File: config.mk
export PLATFORM = sky130hd
export DESIGN_NAME = clkBoard
export DESIGN_NICKNAME = d
export VERILOG_FILES = /design/src/hw/clkPkg.sv /design/src/hw/clkDiagDecode.sv /design/src/hw/clkConfigRegs.sv /design/src/hw/clkGateControl.sv /design/src/hw/clkDiagReadback.sv /design/src/hw/clkBoard.sv
export SDC_FILE = /design/constraint.sdc
export NUM_CORES = 1
export LEC_CHECK = 0
export ABC_AREA = 1
export BUFFER_PORTS_ARGS = -buffer_cell sky130_fd_sc_hd__buf_2
export CAP_MARGIN = 20
export CORE_MARGIN = 3
export CORE_UTILIZATION = 56
export CTS_CLUSTER_SIZE = 28
export DETAILED_ROUTE_END_ITERATION = 7
export GPL_TIMING_DRIVEN = 0
export PLACE_DENSITY = 0.77
export SETUP_SLACK_MARGIN = 0.05
export SYNTH_ARGS = -nofsm -noshare
export SYNTH_HDL_FRONTEND = slang
export SYNTH_HIERARCHICAL = 1
export SYNTH_SLANG_ARGS = --single-unit
File: constraint.sdc
create_clock -name CLK -period 1.3 [get_ports CLK]
set_clock_uncertainty 0.05 [all_clocks]
set_input_delay 0.065 -clock CLK [delete_from_list [all_inputs] [get_ports CLK]]
set_output_delay 0.065 -clock CLK [all_outputs]
set_load 0.02 [all_outputs]
File: src/hw/clkPkg.sv
// ----------------------------------------
// Clock board shared definitions
// Widths of the diagnostic word fields, function
// codes and readback select codes
// ----------------------------------------
package clkPkg;

  typedef logic [2:0] diagSelT;      // Diagnostic select, DS 4..6
  typedef logic [3:0] ebusDataT;     // Load field, bus bits 32..35
  typedef logic [5:0] diagWordT;     // Readback field, bus bits 30..35
  typedef logic [7:0] burstCountT;
  typedef logic [1:0] rateSelT;      // One tick every 2**r cycles

  // Control functions 00x
  typedef enum diagSelT {
    ctlFuncStop     = 3'd0,
    ctlFuncStart    = 3'd1,
    ctlFuncStep     = 3'd2,
    ctlFuncNop3     = 3'd3,          // Was EBOX single step
    ctlFuncNop4     = 3'd4,          // Was conditional single step
    ctlFuncBurst    = 3'd5,
    ctlFuncClrReset = 3'd6,
    ctlFuncSetReset = 3'd7
  } ctlFuncE;

  // Load functions 04x
  typedef enum diagSelT {
    ldFuncBurstLo = 3'd2,            // 042
    ldFuncBurstHi = 3'd3,            // 043
    ldFuncRate    = 3'd4,            // 044
    ldFuncDisable = 3'd5,            // 045
    ldFuncNop6    = 3'd6,            // Parity checks, gone
    ldFuncNop7    = 3'd7
  } ldFuncE;

  typedef enum logic [1:0] {
    gateIdle     = 2'd0,
    gateRunning  = 2'd1,
    gateStepping = 2'd2,
    gateBursting = 2'd3
  } gateStateE;

  // Readback words
  localparam diagSelT rbStatus    = 3'd0;
  localparam diagSelT rbBurstHigh = 3'd1;
  localparam diagSelT rbBurstLow  = 3'd2;

endpackage

File: src/hw/clkDiagDecode.sv
// ----------------------------------------
// Clock board diagnostic function decode
// Turns the 00x and 04x strobes into function
// pulses and keeps the master reset flop
// ----------------------------------------
`timescale 1ns/10ps

module clkDiagDecode import clkPkg::*; (
  input  logic    CLK,
  input  logic    FPGA_RESET,
  input  logic    diagCtlFunc,
  input  logic    diagLdFunc,
  input  diagSelT diagSel,
  output logic    funcStart,
  output logic    funcStop,
  output logic    funcStep,
  output logic    funcBurst,
  output logic    ldBurstLo,
  output logic    ldBurstHi,
  output logic    ldRate,
  output logic    ldDisable,
  output logic    mrReset
);

  ctlFuncE ctlCode;
  ldFuncE  ldCode;

  assign ctlCode = ctlFuncE'(diagSel);
  assign ldCode  = ldFuncE'(diagSel);

  // Anything but start drops the run mode
  assign funcStart = diagCtlFunc && (ctlCode == ctlFuncStart);
  assign funcStop  = diagCtlFunc && (ctlCode != ctlFuncStart);
  assign funcStep  = diagCtlFunc && (ctlCode == ctlFuncStep);
  assign funcBurst = diagCtlFunc && (ctlCode == ctlFuncBurst);

  assign ldBurstLo = diagLdFunc && (ldCode == ldFuncBurstLo);
  assign ldBurstHi = diagLdFunc && (ldCode == ldFuncBurstHi);
  assign ldRate    = diagLdFunc && (ldCode == ldFuncRate);
  assign ldDisable = diagLdFunc && (ldCode == ldFuncDisable);

  // Master reset flop set and cleared by diagnostic control
  always_ff @(posedge CLK) begin
    if (FPGA_RESET) begin
      mrReset <= 1'b0;
    end else if (diagCtlFunc && (ctlCode == ctlFuncSetReset)) begin
      mrReset <= 1'b1;
    end else if (diagCtlFunc && (ctlCode == ctlFuncClrReset)) begin
      mrReset <= 1'b0;
    end
  end

  // The diagnostic channel issues one function at a time
  strobesExclusive: assert property (@(posedge CLK) disable iff (FPGA_RESET)
    !(diagCtlFunc && diagLdFunc));

endmodule

File: src/hw/clkConfigRegs.sv
// ----------------------------------------
// Clock board configuration registers
// Burst count, rate select and section
// disables, loaded from the data bus
// ----------------------------------------
`timescale 1ns/10ps

module clkConfigRegs import clkPkg::*; (
  input  logic       CLK,
  input  logic       FPGA_RESET,
  input  logic       ldBurstLo,
  input  logic       ldBurstHi,
  input  logic       ldRate,
  input  logic       ldDisable,
  input  ebusDataT   ebusData,
  output burstCountT burstCount,
  output rateSelT    rateSel,
  output logic       crmDis,
  output logic       edpDis,
  output logic       ctlDis
);

  // Burst count is loaded one nibble at a time
  always_ff @(posedge CLK) begin
    if (FPGA_RESET) begin
      burstCount <= '0;
    end else begin
      if (ldBurstLo) begin
        burstCount[3:0] <= ebusData;    // 042
      end
      if (ldBurstHi) begin
        burstCount[7:4] <= ebusData;    // 043
      end
    end
  end

  // Rate sits in bits 34..35, source select above it is gone
  always_ff @(posedge CLK) begin
    if (FPGA_RESET) begin
      rateSel <= '0;
    end else if (ldRate) begin
      rateSel <= ebusData[1:0];
    end
  end

  // Section disables, 045
  always_ff @(posedge CLK) begin
    if (FPGA_RESET) begin
      crmDis <= 1'b0;
      edpDis <= 1'b0;
      ctlDis <= 1'b0;
    end else if (ldDisable) begin
      crmDis <= ebusData[2];            // Bus bit 33
      edpDis <= ebusData[1];            // Bus bit 34
      ctlDis <= ebusData[0];            // Bus bit 35
    end
  end

endmodule

File: src/hw/clkGateControl.sv
// ----------------------------------------
// Clock board gate control
// Rate divider plus the run, step and burst
// machine that issues the EBOX clock pulses
// ----------------------------------------
`timescale 1ns/10ps

module clkGateControl import clkPkg::*; (
  input  logic       CLK,
  input  logic       FPGA_RESET,
  input  logic       funcStart,
  input  logic       funcStop,
  input  logic       funcStep,
  input  logic       funcBurst,
  input  burstCountT burstCount,
  input  rateSelT    rateSel,
  input  logic       crmDis,
  input  logic       edpDis,
  input  logic       ctlDis,
  output logic       eboxClk,
  output logic       crmClk,
  output logic       edpClk,
  output logic       ctlClk,
  output logic       running,
  output logic       burstActive,
  output burstCountT burstRemaining
);

  gateStateE  state;
  gateStateE  stateNext;
  burstCountT remainNext;
  logic       pulseNext;
  logic [2:0] divCount;
  logic [2:0] rateMask;
  logic       tick;

  // Free-running divider, tick when the low r bits are clear
  always_ff @(posedge CLK) begin
    if (FPGA_RESET) begin
      divCount <= '0;
    end else begin
      divCount <= divCount + 3'd1;
    end
  end

  always_comb begin
    case (rateSel)
      2'd0:    rateMask = 3'b000;       // Every cycle
      2'd1:    rateMask = 3'b001;
      2'd2:    rateMask = 3'b011;
      default: rateMask = 3'b111;       // One in eight
    endcase
  end

  assign tick = (divCount & rateMask) == 3'b000;

  always_comb begin
    stateNext  = state;
    remainNext = burstRemaining;
    pulseNext  = 1'b0;

    case (state)
      gateRunning: pulseNext = tick;
      gateStepping: begin
        if (tick) begin
          pulseNext = 1'b1;
          stateNext = gateIdle;
        end
      end
      gateBursting: begin
        if (tick) begin
          pulseNext  = 1'b1;
          remainNext = burstRemaining - 8'd1;
          if (burstRemaining == 8'd1) begin
            stateNext = gateIdle;       // Last pulse of the burst
          end
        end
      end
      default: ;
    endcase

    // A new function overrides whatever the mode was doing
    // Burst and step also raise funcStop, so they go first
    if (funcStart) begin
      stateNext = gateRunning;
      pulseNext = 1'b0;
    end else if (funcBurst) begin
      remainNext = burstCount;
      stateNext  = (burstCount == 8'd0) ? gateIdle : gateBursting;
      pulseNext  = 1'b0;
    end else if (funcStep) begin
      stateNext = gateStepping;
      pulseNext = 1'b0;
    end else if (funcStop) begin
      stateNext = gateIdle;
      pulseNext = 1'b0;
    end
  end

  always_ff @(posedge CLK) begin
    if (FPGA_RESET) begin
      state          <= gateIdle;
      burstRemaining <= '0;
      eboxClk        <= 1'b0;
    end else begin
      state          <= stateNext;
      burstRemaining <= remainNext;
      eboxClk        <= pulseNext;
    end
  end

  assign crmClk = eboxClk && !crmDis;
  assign edpClk = eboxClk && !edpDis;
  assign ctlClk = eboxClk && !ctlDis;

  assign running     = state == gateRunning;
  assign burstActive = state == gateBursting;

  // A pulse always follows a divider tick
  pulseOnTick: assert property (@(posedge CLK) disable iff (FPGA_RESET)
    !tick |=> !eboxClk);

  // Only a new burst function can move an empty counter
  noUnderflow: assert property (@(posedge CLK) disable iff (FPGA_RESET)
    (burstRemaining == 8'd0 && !funcBurst) |=> burstRemaining == 8'd0);

endmodule

File: src/hw/clkDiagReadback.sv
// ----------------------------------------
// Clock board diagnostic readback
// Puts status and setup on the data bus
// while a diagnostic read is active
// ----------------------------------------
`timescale 1ns/10ps

module clkDiagReadback import clkPkg::*; (
  input  logic       diagRead,
  input  diagSelT    diagSel,
  input  logic       running,
  input  logic       burstActive,
  input  logic       mrReset,
  input  rateSelT    rateSel,
  input  burstCountT burstRemaining,
  input  logic       crmDis,
  input  logic       edpDis,
  input  logic       ctlDis,
  output diagWordT   diagData,
  output logic       diagDriving
);

  assign diagDriving = diagRead;

  always_comb begin
    diagData = '0;                      // Bus idle unless read

    if (diagRead) begin
      case (diagSel)
        rbStatus: begin
          diagData = {running, burstActive, mrReset, 1'b0, rateSel};
        end
        rbBurstHigh: begin
          diagData = burstRemaining[7:2];
        end
        rbBurstLow: begin
          // Remaining low bits then the three disables
          diagData = {burstRemaining[1:0], crmDis, edpDis, ctlDis, 1'b0};
        end
        default: diagData = '0;         // Selects 3..7 read nothing now
      endcase
    end
  end

endmodule

File: src/hw/clkBoard.sv
// ----------------------------------------
// Clock board top level
// Diagnostic decode, setup, gating and readback
// ----------------------------------------
`timescale 1ns/10ps

module clkBoard import clkPkg::*; (
  input  logic     CLK,
  input  logic     FPGA_RESET,
  input  logic     diagCtlFunc,
  input  logic     diagLdFunc,
  input  diagSelT  diagSel,
  input  ebusDataT ebusData,
  input  logic     diagRead,
  output logic     eboxClk,
  output logic     crmClk,
  output logic     edpClk,
  output logic     ctlClk,
  output logic     mrReset,
  output diagWordT diagData,
  output logic     diagDriving
);

  logic       funcStart;
  logic       funcStop;
  logic       funcStep;
  logic       funcBurst;
  logic       ldBurstLo;
  logic       ldBurstHi;
  logic       ldRate;
  logic       ldDisable;
  burstCountT burstCount;
  burstCountT burstRemaining;
  rateSelT    rateSel;
  logic       crmDis;
  logic       edpDis;
  logic       ctlDis;
  logic       running;
  logic       burstActive;

  clkDiagDecode u_decode (
    .CLK(CLK), .FPGA_RESET(FPGA_RESET),
    .diagCtlFunc(diagCtlFunc), .diagLdFunc(diagLdFunc), .diagSel(diagSel),
    .funcStart(funcStart), .funcStop(funcStop), .funcStep(funcStep),
    .funcBurst(funcBurst), .ldBurstLo(ldBurstLo), .ldBurstHi(ldBurstHi),
    .ldRate(ldRate), .ldDisable(ldDisable), .mrReset(mrReset)
  );

  clkConfigRegs u_config (
    .CLK(CLK), .FPGA_RESET(FPGA_RESET),
    .ldBurstLo(ldBurstLo), .ldBurstHi(ldBurstHi), .ldRate(ldRate),
    .ldDisable(ldDisable), .ebusData(ebusData), .burstCount(burstCount),
    .rateSel(rateSel), .crmDis(crmDis), .edpDis(edpDis), .ctlDis(ctlDis)
  );

  clkGateControl u_gate (
    .CLK(CLK), .FPGA_RESET(FPGA_RESET),
    .funcStart(funcStart), .funcStop(funcStop), .funcStep(funcStep),
    .funcBurst(funcBurst), .burstCount(burstCount), .rateSel(rateSel),
    .crmDis(crmDis), .edpDis(edpDis), .ctlDis(ctlDis),
    .eboxClk(eboxClk), .crmClk(crmClk), .edpClk(edpClk), .ctlClk(ctlClk),
    .running(running), .burstActive(burstActive), .burstRemaining(burstRemaining)
  );

  clkDiagReadback u_readback (
    .diagRead(diagRead), .diagSel(diagSel), .running(running),
    .burstActive(burstActive), .mrReset(mrReset), .rateSel(rateSel),
    .burstRemaining(burstRemaining), .crmDis(crmDis), .edpDis(edpDis),
    .ctlDis(ctlDis), .diagData(diagData), .diagDriving(diagDriving)
  );

endmodule

# Word level (Yosys, flattened, before mapping)
# Cells that the tools add are included.
# classes
add_sub_neg	2
reduce_logical	28
n_mux	20
eq_ne	20
bitwise_logic	1
# op_table
cell	count
2-to-1 mux 8 bit	4
case mux 6 bit (3 select lines)	1
2-to-1 mux 2 bit	7
logical AND 1 bit	13
== test 3 bit (second input constant)	4
!= test 6 bit (second input constant)	2
!= test 5 bit (second input constant)	2
case mux 3 bit (3 select lines)	1
== test 8 x 1 -> 1 bit (second input constant)	1
zero test 8 bit	1
AND reduction 4 bit	2
subtractor 8 x 1 -> 8 bit (second input constant)	1
== test 2 bit (second input constant)	3
== test 3 x 2 -> 1 bit (second input constant)	2
zero test 3 bit	2
2-to-1 mux 6 bit	1
!= test 6 x 5 -> 1 bit (second input constant)	1
nonzero test 6 bit	1
!= test 5 x 4 -> 1 bit (second input constant)	1
nonzero test 5 bit	1
OR reduction 5 bit	1
== test 2 x 1 -> 1 bit (second input constant)	2
2-to-1 mux 1 bit	4
case mux 2 bit (2 select lines)	1
9 further kinds	12
# totals
in_bits	12
reg_bits	28
word_cells	83
output_inout_bits	12

# Depth between registers and ports, before layout
# Gate-level depths: netlist of the first run.
# logic_depth
depth_word	10
ltp_mapped	11
depth_no_buf	10

# Hierarchy
# Netlist of the first run, hierarchy kept.
# by_module_without_submodules
mod	area_each_um2	cells_per_inst	seq_area_each_um2	instances
clkGateControl	859.6	132	280.3	1
clkConfigRegs	506.7	73	260.2	1
clkDiagReadback	182.7	37	0.0	1
clkDiagDecode	142.6	30	20.0	1

# Worst setup path after synthesis of the first run
# No wires, ideal clock.
# synth_timing
path_type	in2reg
startpoint	in diagSel[1]
endpoint	reg u_gate.burstRemaining[6]
required_ps	1141
arrival_time_ps	1004
setup_time_ps	109
path_slack_ps	137
stages	11
n_path_buf	1
path_cell_list	inv_1 -> nand3_1 -> nor2_1 -> inv_1 -> nor2_2 -> inv_1 -> buf_2 -> o21ai_1 -> inv_1 -> nand2_1 -> inv_1
# synth_via
elab_chain_cells	4
elab_cells_between_ends	6
cone_classes	2 x eq/ne; 2 x mux; 2 x reduce/logical
# synth_rtl
element	line	source
start, declared	clkBoard.sv:12	input diagSelT diagSel,
== test 3 bit	clkDiagDecode.sv:35	assign funcBurst = diagCtlFunc && (ctlCode == ctlFuncBurst);
logical AND 1 bit	clkDiagDecode.sv:35	
named net funcBurst	clkBoard.sv:27	logic funcBurst;
2-to-1 mux 8 bit	clkGateControl.sv:87	end else if (funcBurst) begin
2-to-1 mux 8 bit	clkGateControl.sv:84	if (funcStart) begin
end signal, assigned	clkGateControl.sv:107	burstRemaining <= remainNext;
end, declared	clkGateControl.sv:26	output burstCountT burstRemaining
# The timed path passes the listed nets, and every way through them passes these cells.
# A chain may end at the register's enable or synchronous reset.

# Worst setup path in the final report of the first run
# layout_timing
startpoint	reg u_gate.state[0]
endpoint	out diagData[5]
# layout_via
elab_chain_cells	3
# layout_rtl
element	line	source
start, declared	clkGateControl.sv:29	gateStateE state;
start signal, assigned	clkGateControl.sv:102	state <= gateIdle;
start signal, assigned	clkGateControl.sv:106	state <= stateNext;
== test 2 x 1 -> 1 bit	clkGateControl.sv:116	assign running = state == gateRunning;
named net running	clkBoard.sv:38	logic running;
case mux 6 bit (3 select lines)	clkDiagReadback.sv:29	case (diagSel)
2-to-1 mux 6 bit	clkDiagReadback.sv:28	if (diagRead) begin
end, declared	clkBoard.sv:20	output diagWordT diagData,
# The timed path passes the listed nets, and every way through them passes these cells.

==> metrics.md, run 1 <==
| Metric | Value |
|---|---|
| CP Capture Type | `output port` |
| DR pass1 iterations | `4` |
| CP Class | `reg2out` |
| Total power | `between 1.5 and 2 mW` |
| Highest Clock Rate | `between 700 and 800 MHz` |
| RSZ-0062 raised after global routing | `true` |
| Cell count after placement | `about 330` |
| Worst EP arrival | `~1200 ps` |
| GPL Wtd Cong | `approximately 0.91` |
| DRC Markers | `0` |
| Worst-case clock buffer depth | `2` |
| Synth area leader | `dfxtp_1` |
| Peak supply drop | `0.846 mV` |
| Synth top area share | `approximately a third` |
| Synth-to-Final Area Change | `33.9%` |
| Max FO, Critical Path | `3` |
| Max_cap viols | `0` |
| Storage cell area | `596 um2` |
| Startpoint Class | `flip-flop` |
| Async set-reset flop share out of synthesis | `0%` |
| Chip height | `just over 60 um` |
| Vias | `~1800` |
| Fin crit share | `105%` |
| Slew margin rel. | `between 70% and 80%` |
| Pwr dens | `roughly 860 nW/um2` |
| Syn. warnings | `6` |
| Final Hold Viols | `0` |
| Global-route wire length before repair | `between 6000 and 7000 um` |
| Die W | `61.0 um` |
| Post-DRT Antenna Nets | `0` |
| Routed WL per cell | `13.2 um` |
| Leakage power | `roughly 1.2 nW` |
| Hold Path Class | `in2reg` |
| Initial Util | `between 50% and 60%` |
| Num CTS Buffers | `3` |
| Ys flop type | `dfxtp_1` |
| Status | `complete, but fails checks` |
| Failing checks | `setup timing` |
| Fin worst setup slack | `-59.0 ps` |
| CP Data Required Time | `1190 ps` |
| Num rows | `19` |
| Multi-input logic area | `1060 um2` |
| Slew Limit Fails | `0` |
| # H-tree levels | `1` |
| Final min period | `1360 ps` |
| Clock Latency Late Sink | `roughly 320 ps` |
| CTS tree | `yes` |
| Total grt overflow | `0` |
| Synth Cell Area | `about 1700 um2` |
| Final Cell Area | `about 2300 um2` |
| Total die area | `3720 um2` |
| Clk sink count | `28` |
| Initial antenna violation count | `0` |
| Final wirelength | `around 4600 um` |
| DP HPWL | `2860 um` |
| P_int | `between 1 and 1.5 mW` |
| Combinational power share | `about 22%` |
| # IOs | `24` |
| Total negative slack | `-101 ps` |
| Post-DR vias/cell | `about 5.3` |
| Pin count of the biggest net entering global routing | `17` |
| CTS root buf | `clkbuf_4` |
| Yosys cell types | `30` |
| Fill count | `212` |
| Post-synth EDFFs | `0` |
| Clock network power share | `just under 30%` |
| Sequential area share after synthesis | `about 33%` |
| Share of layout cells above drive strength 1 | `around 37%` |
| Buffers on Ports | `23` |
| Final setup viols | `2` |
| Core area | `between 2000 and 3000 um2` |
| Ant. Diodes | `0` |
| Count leader, synth | `nand2_1` |
| CTS clk-pin slew, worst paths | `approximately 140 ps` |
| Synth Area per Inst | `around 6.2 um2` |
| Commonest cells in the netlist | `63 x nand2_1, 53 x nor2_1, 42 x inv_1` |
| Sw Share | `around 29%` |
| P_sw | `approximately 0.55 mW` |
| Placed inst area | `1850 um2` |
| Largest cells by area after synthesis | `dfxtp_1 33%, nand2_1 14%, nor2_1 12%` |
| Slew @ Worst Pin | `382 ps` |
| GR Util All Layers | `between 20% and 30%` |
| DRT iter0 DRCs | `about 150` |
| Syn Nets | `between 200 and 300` |
| Vias in the first global route | `approximately 1600` |
| Seq pwr share | `between 40% and 50%` |
| Final net count | `around 330` |
| Final non-filler cell total | `roughly 350` |
| Gate Count Post-Synth | `roughly 270` |
| FF+latch count, synth | `28` |
## final cells by class
class | instances | area share [%]
buffer | 5 | 1.88
multi-input combinational | 193 | 46.7
clock inverter | 1 | 1.33
timing repair buffer | 40 | 13.3
inverter | 46 | 7.79
tap | 31 | 1.71
clock buffer | 3 | 0.994
sequential | 28 | 26.3
## registers in the layout, indices dropped and copies added, names as in the netlist
register               flops
u_config/burstCount        8
u_config/crmDis            1
u_config/ctlDis            1
u_config/edpDis            1
u_config/rateSel           2
u_decode/mrReset           1
u_gate/burstRemaining      8
u_gate/divCount            3
u_gate/eboxClk             1
u_gate/state               2
## path summary, 6_finish.rpt
path / start / end / slack (ps) / cells past startpoint
worst max-delay path: u_gate/state[0] / diagData[5] / -60 / 7
worst min-delay path: diagCtlFunc / u_decode/mrReset / 30 / 5
worst min register to register: u_config/burstCount[3] / u_config/burstCount[3] / 450 / 2
worst max register to register: u_gate/state[1] / u_gate/burstRemaining[7] / 0 / 10
## what timing repair did
action                                  4_1_cts  5_1_grt
setup buffers                                10        4
pin swaps                                     8       21
endpoints found under the setup margin       15       16
resized for setup                            26       61
hold buffers                                  3        0
endpoints found under the hold margin         6        0
## kinds of logic (layout without fill, tap and decap cells)
group                      after synthesis  in the layout  synth area share, %
adders and majority gates                3              3                 2.22
xor gates and xnor gates                 2              2                 1.04
buffers and inverters                   51             95                 12.6
muxes                                    1              1                0.592
and+or+nand+nor                        166            166                 43.3
AOI/OAI and AO/OA                       21             21                 7.10
DFF                                     28             28                 33.1
## layout by cell type, fill, tap and decap left out, drive strengths merged, types with 2 or more instances in the layout
master,synthesis,layout
a21oi,6,6
or2,2,2
clkbuf,0,5
nor3,4,4
dfxtp,28,28
nand4,7,7
inv,45,45
o21ai,10,10
ha,3,3
nor2,59,59
o21bai,2,2
dlygate4sd3,0,3
nand3,29,29
nand2,65,65
buf,5,40
## stage by stage
stage / utilization, % / setup WS (ps) / hold WS, ps
after CTS: 72.7 / -38.8 / 19.1
final: 80.1 / -59.0 / 27.9
after floorplan: - / 137 / 81.7
after detailed placement: 65.2 / -296 / 300
after global routing: 80.1 / -146 / 38.0
after global placement: 65.2 / -278 / 292
## worst max-delay path, stage by stage (launching register included)
cell and delay [ps]:
dfxtp_4 390, inv_2 40, nor2_2 90, nand3_1 90
nand3_1 100, nand2_1 50, inv_1 60, buf_6 110
## routing by layer
metal | vias up | part of all wire (%) | routed length (um) | GRT usage (%)
li1 | 944 | - | - | -
met1 | 824 | 41 | 1890 | 32.1
met2 | 60 | 50 | 2290 | 43.2
met3 | 12 | 5.9 | 268 | 4.68
met4 | 0 | 2.7 | 124 | 4.33
met5 | - | 0 | 0 | 0
## power groups by stage
stage	registers, mW	logic, mW	clock network [mW]
3_3_place_gp	0.959	0.314	0
2_1_floorplan	0.953	0.229	0
4_1_cts	0.942	0.363	0.576
3_5_place_dp	0.961	0.318	0
6_report	0.946	0.430	0.561
5_1_grt	0.953	0.481	0.607
No activity file was read; power rests on OpenSTA's default activity.
==> inputs of run 2 (changes only) <==
==> constraint.sdc (replaced) <==
create_clock -name CLK -period 1.3 [get_ports CLK]
set_clock_uncertainty 0.05 [all_clocks]
set_input_delay 0.065 -clock CLK [delete_from_list [all_inputs] [get_ports CLK]]
set_output_delay 0.065 -clock CLK [all_outputs]
set_load 0.01 [all_outputs]
==> run 2 against run 1 <==
- the flow still finishes with violations (setup timing)
- cell count unchanged
- combinational power is 3% lower
- via count rose by 0.82%
- maximum frequency up 0.37%
- utilization is 1.3 points lower
- global-route usage down 0.087 points
- cell area decreased by 1.7%
- wire length is 0.37% lower
- clock power increased by 0.7%
- flip-flop and latch count did not move
- power is 0.56% lower
- non-clock buffer count stayed put
- critical path type unchanged
- largest power group unchanged
==> metrics.md, run 2 (synthesized netlist as in run 1, its figures left out) <==
| Metric | Value |
|---|---|
| Status | `complete, but fails checks` |
| Failing checks | `setup timing` |
| Ant. Diodes | `0` |
| DRT iter0 DRCs | `roughly 170` |
| Vias in the first global route | `about 1600` |
| GR Util All Layers | `roughly a quarter` |
| Clk sink count | `28` |
| Total power | `roughly 1.9 mW` |
| Slew Limit Fails | `0` |
| Final net count | `332` |
| # H-tree levels | `1` |
| CP Capture Type | `output port` |
| R2r startpoint | `u_gate/state[1]` |
| Fill count | `about 210` |
| Fin crit share | `104%` |
| Slew @ Worst Pin | `about 380 ps` |
| Met1 WL | `~1900 um` |
| P_int | `between 1 and 1.5 mW` |
| Clock network power share | `slightly below 30%` |
| Most common cell after layout, fill and taps aside | `nand2_1` |
| Final non-filler cell total | `between 300 and 400` |
| Startpoint Class | `flip-flop` |
| FF-to-FF path depth | `10` |
| Num CTS Buffers | `3` |
| Total die area | `3720 um2` |
| Leakage power | `1.15 nW` |
| GPL Wtd Cong | `0.906` |
| Delay of the slowest cell on the worst path | `~390 ps` |
| WL met3 | `between 200 and 300 um` |
| RSZ-0062 raised after global routing | `true` |
| Num rows | `19` |
| Worst EP arrival | `approximately 1200 ps` |
| Pwr dens | `between 800 and 900 nW/um2` |
| Max layer used | `met4` |
| Initial Util | `about 60%` |
| Fin worst setup slack | `-54.0 ps` |
| Sequence of cells on the critical path | `inv_2 -> nor2_2 -> nand3_1 -> nand3_1 -> nand2_1 -> inv_1 -> buf_6` |
| Post-DR vias/cell | `between 5 and 6` |
| CP Data Required Time | `1190 ps` |
| # IOs | `24` |
| Sw Share | `roughly 28%` |
| CTS clk-pin slew, worst paths | `around 150 ps` |
| Share of layout cells above drive strength 1 | `between 30% and 40%` |
| Global-route wire length before repair | `6930 um` |
| Max_cap viols | `0` |
| Initial antenna violation count | `0` |
| Routed WL per cell | `roughly 13 um` |
| Peak supply drop | `~0.9 mV` |
| Highest Clock Rate | `approximately 740 MHz` |
| Critical Path Source | `u_gate/state[0]` |
| Total negative slack | `-116 ps` |
| DP HPWL | `2860 um` |
| Worst-case clock buffer depth | `2` |
| DRC Markers | `0` |
| Total grt overflow | `0` |
| CTS tree | `yes` |
| Pin count of the biggest net entering global routing | `17` |
| Die W | `slightly above 60 um` |
| Highest-delay cell along the critical path | `dfxtp_4` |
| Hold path depth | `5` |
| Delay-heaviest family, CP | `flip-flops` |
| Vias | `about 1900` |
| Core area | `about 2800 um2` |
| Clock Latency Late Sink | `around 320 ps` |
| Post-DRT Antenna Nets | `0` |
| Cell count after placement | `approximately 330` |
| CP bufs+invs | `3` |
| Chip height | `61.0 um` |
| Hold Path Class | `in2reg` |
| Synth-to-Final Area Change | `31.7%` |
| Top Registers | `u_config/burstCount x8, u_gate/burstRemaining x8, u_gate/divCount x3` |
| Final setup viols | `3` |
| Metal2 WL | `2340 um` |
| CTS root buf | `clkbuf_4` |
| Most frequent cells in the layout | `53 x nand2_1, 47 x nor2_1, 38 x inv_1` |
| Final Hold Viols | `0` |
| Buffers on Ports | `23` |
| DR pass1 iterations | `4` |
| HP Start | `diagCtlFunc` |
| Final wirelength | `4560 um` |
| Seq pwr share | `between 40% and 50%` |
| CP Class | `reg2out` |
| P_sw | `around 0.54 mW` |
| WP depth | `7` |
| Combinational power share | `roughly 22%` |
| Slew margin rel. | `74.5%` |
| Most frequent CP cell | `nand3_1` |
| Max FO, Critical Path | `3` |
| Final min period | `approximately 1400 ps` |
[run 2: what timing repair did]
| item | CTS | global route |
|---|---|---|
| hold buffers | 3 | 0 |
| resized for setup | 17 | 55 |
| endpoints found under the hold margin | 6 | 0 |
| setup endpoints to repair | 14 | 16 |
| pin swaps | 7 | 16 |
| buffers inserted | 10 | 4 |
[run 2: area by class of cell]
type | instances | area [um2] | area share (%)
clock buffer | 3 | 22.5 | 1.01
multi-input combinational | 193 | 1040 | 46.6
timing repair buffer | 40 | 284 | 12.8
buffer | 5 | 42.5 | 1.91
sequential | 28 | 594 | 26.7
clock inverter | 1 | 30.0 | 1.35
tap | 31 | 38.8 | 1.74
inverter | 46 | 176 | 7.92
[run 2: tightest hold or removal path, stage by stage]
cell	delay, ps
buf_2	120
nand3_1	80
nand2_1	50
inv_1	40
nor2_1	40
[run 2: power groups by stage]
stage | logic, mW | clock network [mW] | registers [mW]
after floorplan | 0.222 | 0 | 0.950
after global placement | 0.304 | 0 | 0.959
after detailed placement | 0.309 | 0 | 0.961
after CTS | 0.352 | 0.576 | 0.941
after global routing | 0.466 | 0.614 | 0.952
final | 0.416 | 0.565 | 0.945
[run 2: path summary, 6_finish.rpt]
path | slack [ps] | to
worst max-delay path | -50 | diagData[5]
worst min-delay path | 30 | u_decode/mrReset
worst max register to register | -30 | u_gate/burstRemaining[7]
worst min register to register | 450 | u_config/burstCount[3]
[run 2: per-stage QoR]
stage | area (um2) | hold WS, ps | setup slack [ps] | utilization, %
after floorplan | 1690 | 81.7 | 137 | -
after global placement | 1850 | 292 | -278 | 65.2
after detailed placement | 1850 | 300 | -296 | 65.2
after CTS | 2040 | 19.1 | -26.8 | 72.0
after global routing | 2230 | 21.5 | -137 | 78.7
final | 2230 | 31.2 | -54.0 | 78.7
[run 2: layer usage]
metal / vias to the layer above / global-route usage, %
li1: 939 / -
met1: 849 / 32.1
met2: 59 / 43.1
met3: 8 / 4.68
met4: 0 / 4.02
met5: - / 0
==> inputs of run 3 (changes only) <==
--- a/config.mk
+++ b/config.mk
@@ -6,14 +6,15 @@
 export NUM_CORES = 1
 export LEC_CHECK = 0
 export ABC_AREA = 1
-export BUFFER_PORTS_ARGS = -buffer_cell sky130_fd_sc_hd__buf_2
+export ABC_CLOCK_PERIOD_IN_PS = 1300
 export CAP_MARGIN = 20
 export CORE_MARGIN = 3
-export CORE_UTILIZATION = 56
+export CORE_UTILIZATION = 60
 export CTS_CLUSTER_SIZE = 28
 export DETAILED_ROUTE_END_ITERATION = 7
+export DONT_BUFFER_PORTS = 1
 export GPL_TIMING_DRIVEN = 0
-export PLACE_DENSITY = 0.77
+export PLACE_DENSITY = 0.75
 export SETUP_SLACK_MARGIN = 0.05
 export SYNTH_ARGS = -nofsm -noshare
 export SYNTH_HDL_FRONTEND = slang
==> run 3 against run 2 <==
- the run now ends clean
- largest cell class unchanged
- wire length decreased by 8.7%
- global-route usage shrank 0.70 points
- maximum frequency rose by 4.4%
- worst setup slack improved by 57 ps
- largest power group unchanged
- power is 2.5% lower
- clock power grew 0.9%
- sequential power about the same
- cell count decreased by 5.2%
- via count shrank 6.7%
==> metrics.md, run 3 (synthesized netlist as in run 1, its figures left out) <==
| Metric | Value |
|---|---|
| Status | `completed` |
| Synth-to-Final Area Change | `25.0%` |
| Fin crit share | `99.8%` |
| Clock Latency Late Sink | `around 330 ps` |
| R2r startpoint | `u_gate/divCount[1]` |
| CTS tree | `yes` |
| Clk sink count | `28` |
| DRC Markers | `0` |
| # IOs | `24` |
| Hold path depth | `5` |
| Total die area | `3490 um2` |
| CP Data Required Time | `between 1000 and 1500 ps` |
| Worst r2r dst | `u_gate/burstRemaining[7]` |
| Final net count | `about 320` |
| RSZ-0062 raised after global routing | `true` |
| CTS root buf | `clkbuf_4` |
| Total power | `1.88 mW` |
| Final setup viols | `0` |
| Reg2reg setup slack | `roughly 2.7 ps` |
| FF-to-FF path depth | `9` |
| Final non-filler cell total | `~330` |
| Worst EP arrival | `roughly 1500 ps` |
| Most frequent cells in the layout | `57 x nand2_1, 49 x nor2_1, 34 x inv_1` |
| Num rows | `18` |
| Peak supply drop | `0.759 mV` |
| Core area | `about 2600 um2` |
| Initial antenna violation count | `0` |
| Pin count of the biggest net entering global routing | `17` |
| Post-DRT Antenna Nets | `0` |
| Highest Clock Rate | `~770 MHz` |
| GR Util All Layers | `roughly a quarter` |
| Slew Limit Fails | `0` |
| # H-tree levels | `1` |
| Num CTS Buffers | `3` |
| Buffers on Ports | `0` |
| Routed WL per cell | `12.6 um` |
| CP Class | `reg2reg` |
| DRT iter0 DRCs | `120` |
| GPL Wtd Cong | `0.905` |
| Vias in the first global route | `between 1500 and 2000` |
| Top Registers | `u_config/burstCount x8, u_gate/burstRemaining x8, u_gate/divCount x3` |
| Leakage power | `roughly 1.1 nW` |
| Global-route wire length before repair | `6490 um` |
| Most common cell after layout, fill and taps aside | `nand2_1` |
| CP Capture Type | `flip-flop` |
| Chip height | `59.1 um` |
| DP HPWL | `2740 um` |
| Die W | `about 60 um` |
| Worst-case clock buffer depth | `2` |
| CP Capture Point | `u_gate/burstRemaining[7]` |
| Hold Path Class | `in2reg` |
| DR pass1 iterations | `4` |
| Initial Util | `65.9%` |
| Max FO, Critical Path | `5` |
| Ant. Diodes | `0` |
| Final wirelength | `between 4000 and 5000 um` |
| Final Hold Viols | `0` |
| Total grt overflow | `0` |
| Final min period | `1300 ps` |
| Post-DR vias/cell | `roughly 5.3` |
| Cell count after placement | `approximately 300` |
| Pwr dens | `about 890 nW/um2` |
| CTS clk-pin slew, worst paths | `160 ps` |
| Max_cap viols | `0` |
| Share of layout cells above drive strength 1 | `between 20 and 25%` |
| Vias | `roughly 1700` |
| Startpoint Class | `flip-flop` |
| Slew @ Worst Pin | `~370 ps` |
| Critical Path Source | `u_gate/divCount[1]` |
| Slew margin rel. | `75.6%` |
==> run 3: routing by layer <==
layer / track usage, % / up-vias / routed length [um]
met5: 0 / - / 0
met4: 7.44 / 0 / 77
met3: 3.70 / 7 / 254
met2: 42.3 / 49 / 2030
met1: 29.8 / 771 / 1800
li1: - / 903 / -
==> run 3: area by class of cell <==
type,count,area (um2)
inverter,46,179
multi-input combinational,193,1000
buffer,5,40.0
clock inverter,1,30.0
timing repair buffer,23,211
clock buffer,3,22.5
fill,183,453
sequential,28,592
tap,30,37.5
==> run 3: worst min path at each step <==
| stage | startpoint | slack, ps | endpoint |
|---|---|---|---|
| floorplan | FPGA_RESET | 80 | u_gate/divCount[0] |
| global placement | FPGA_RESET | 80 | u_gate/divCount[0] |
| detailed placement | FPGA_RESET | 90 | u_gate/divCount[0] |
| CTS | diagSel[0] | 10 | u_config/rateSel[1] |
| global route | diagSel[0] | 40 | u_config/rateSel[1] |
| finish | diagSel[0] | 20 | u_config/rateSel[1] |
==> run 3: timing repair <==
| action | CTS | global route |
|---|---|---|
| hold endpoints to repair | 21 | 0 |
| hold buffers | 13 | 0 |
| pin swaps | 3 | 16 |
| gates cloned | 0 | 0 |
| gates resized for setup | 12 | 44 |
| endpoints found under the setup margin | 10 | 15 |
| setup buffers | 6 | 4 |
==> run 3: worst max-delay path: stages (launching register included) <==
cell	delay, ps
dfxtp_2	350
nor2_1	100
nand2_1	110
nand2_4	120
buf_6	110
nand4_4	70
nand2_2	70
nand2_1	50
nor2_1	120
nor2_1	50
==> run 3: power by group <==
group          switching [mW]  leakage [nW]  internal (mW)
Clock                   0.258        0.0279          0.312
Sequential             0.0469         0.235          0.901
Combinational           0.207         0.788          0.152
==> run 3: metrics by stage <==
step	hold WS, ps	util, %	setup TNS [ps]	setup slack [ps]	instance area, um2
after floorplan	81.7	-	0	137	1690
after global placement	84.0	67.3	-121	-69.4	1730
after detailed placement	86.4	67.3	-188	-62.0	1730
after CTS	12.5	76.8	0	25.6	1970
after global routing	40.3	82.4	-195	-77.0	2110
final	23.9	82.4	0	2.72	2110
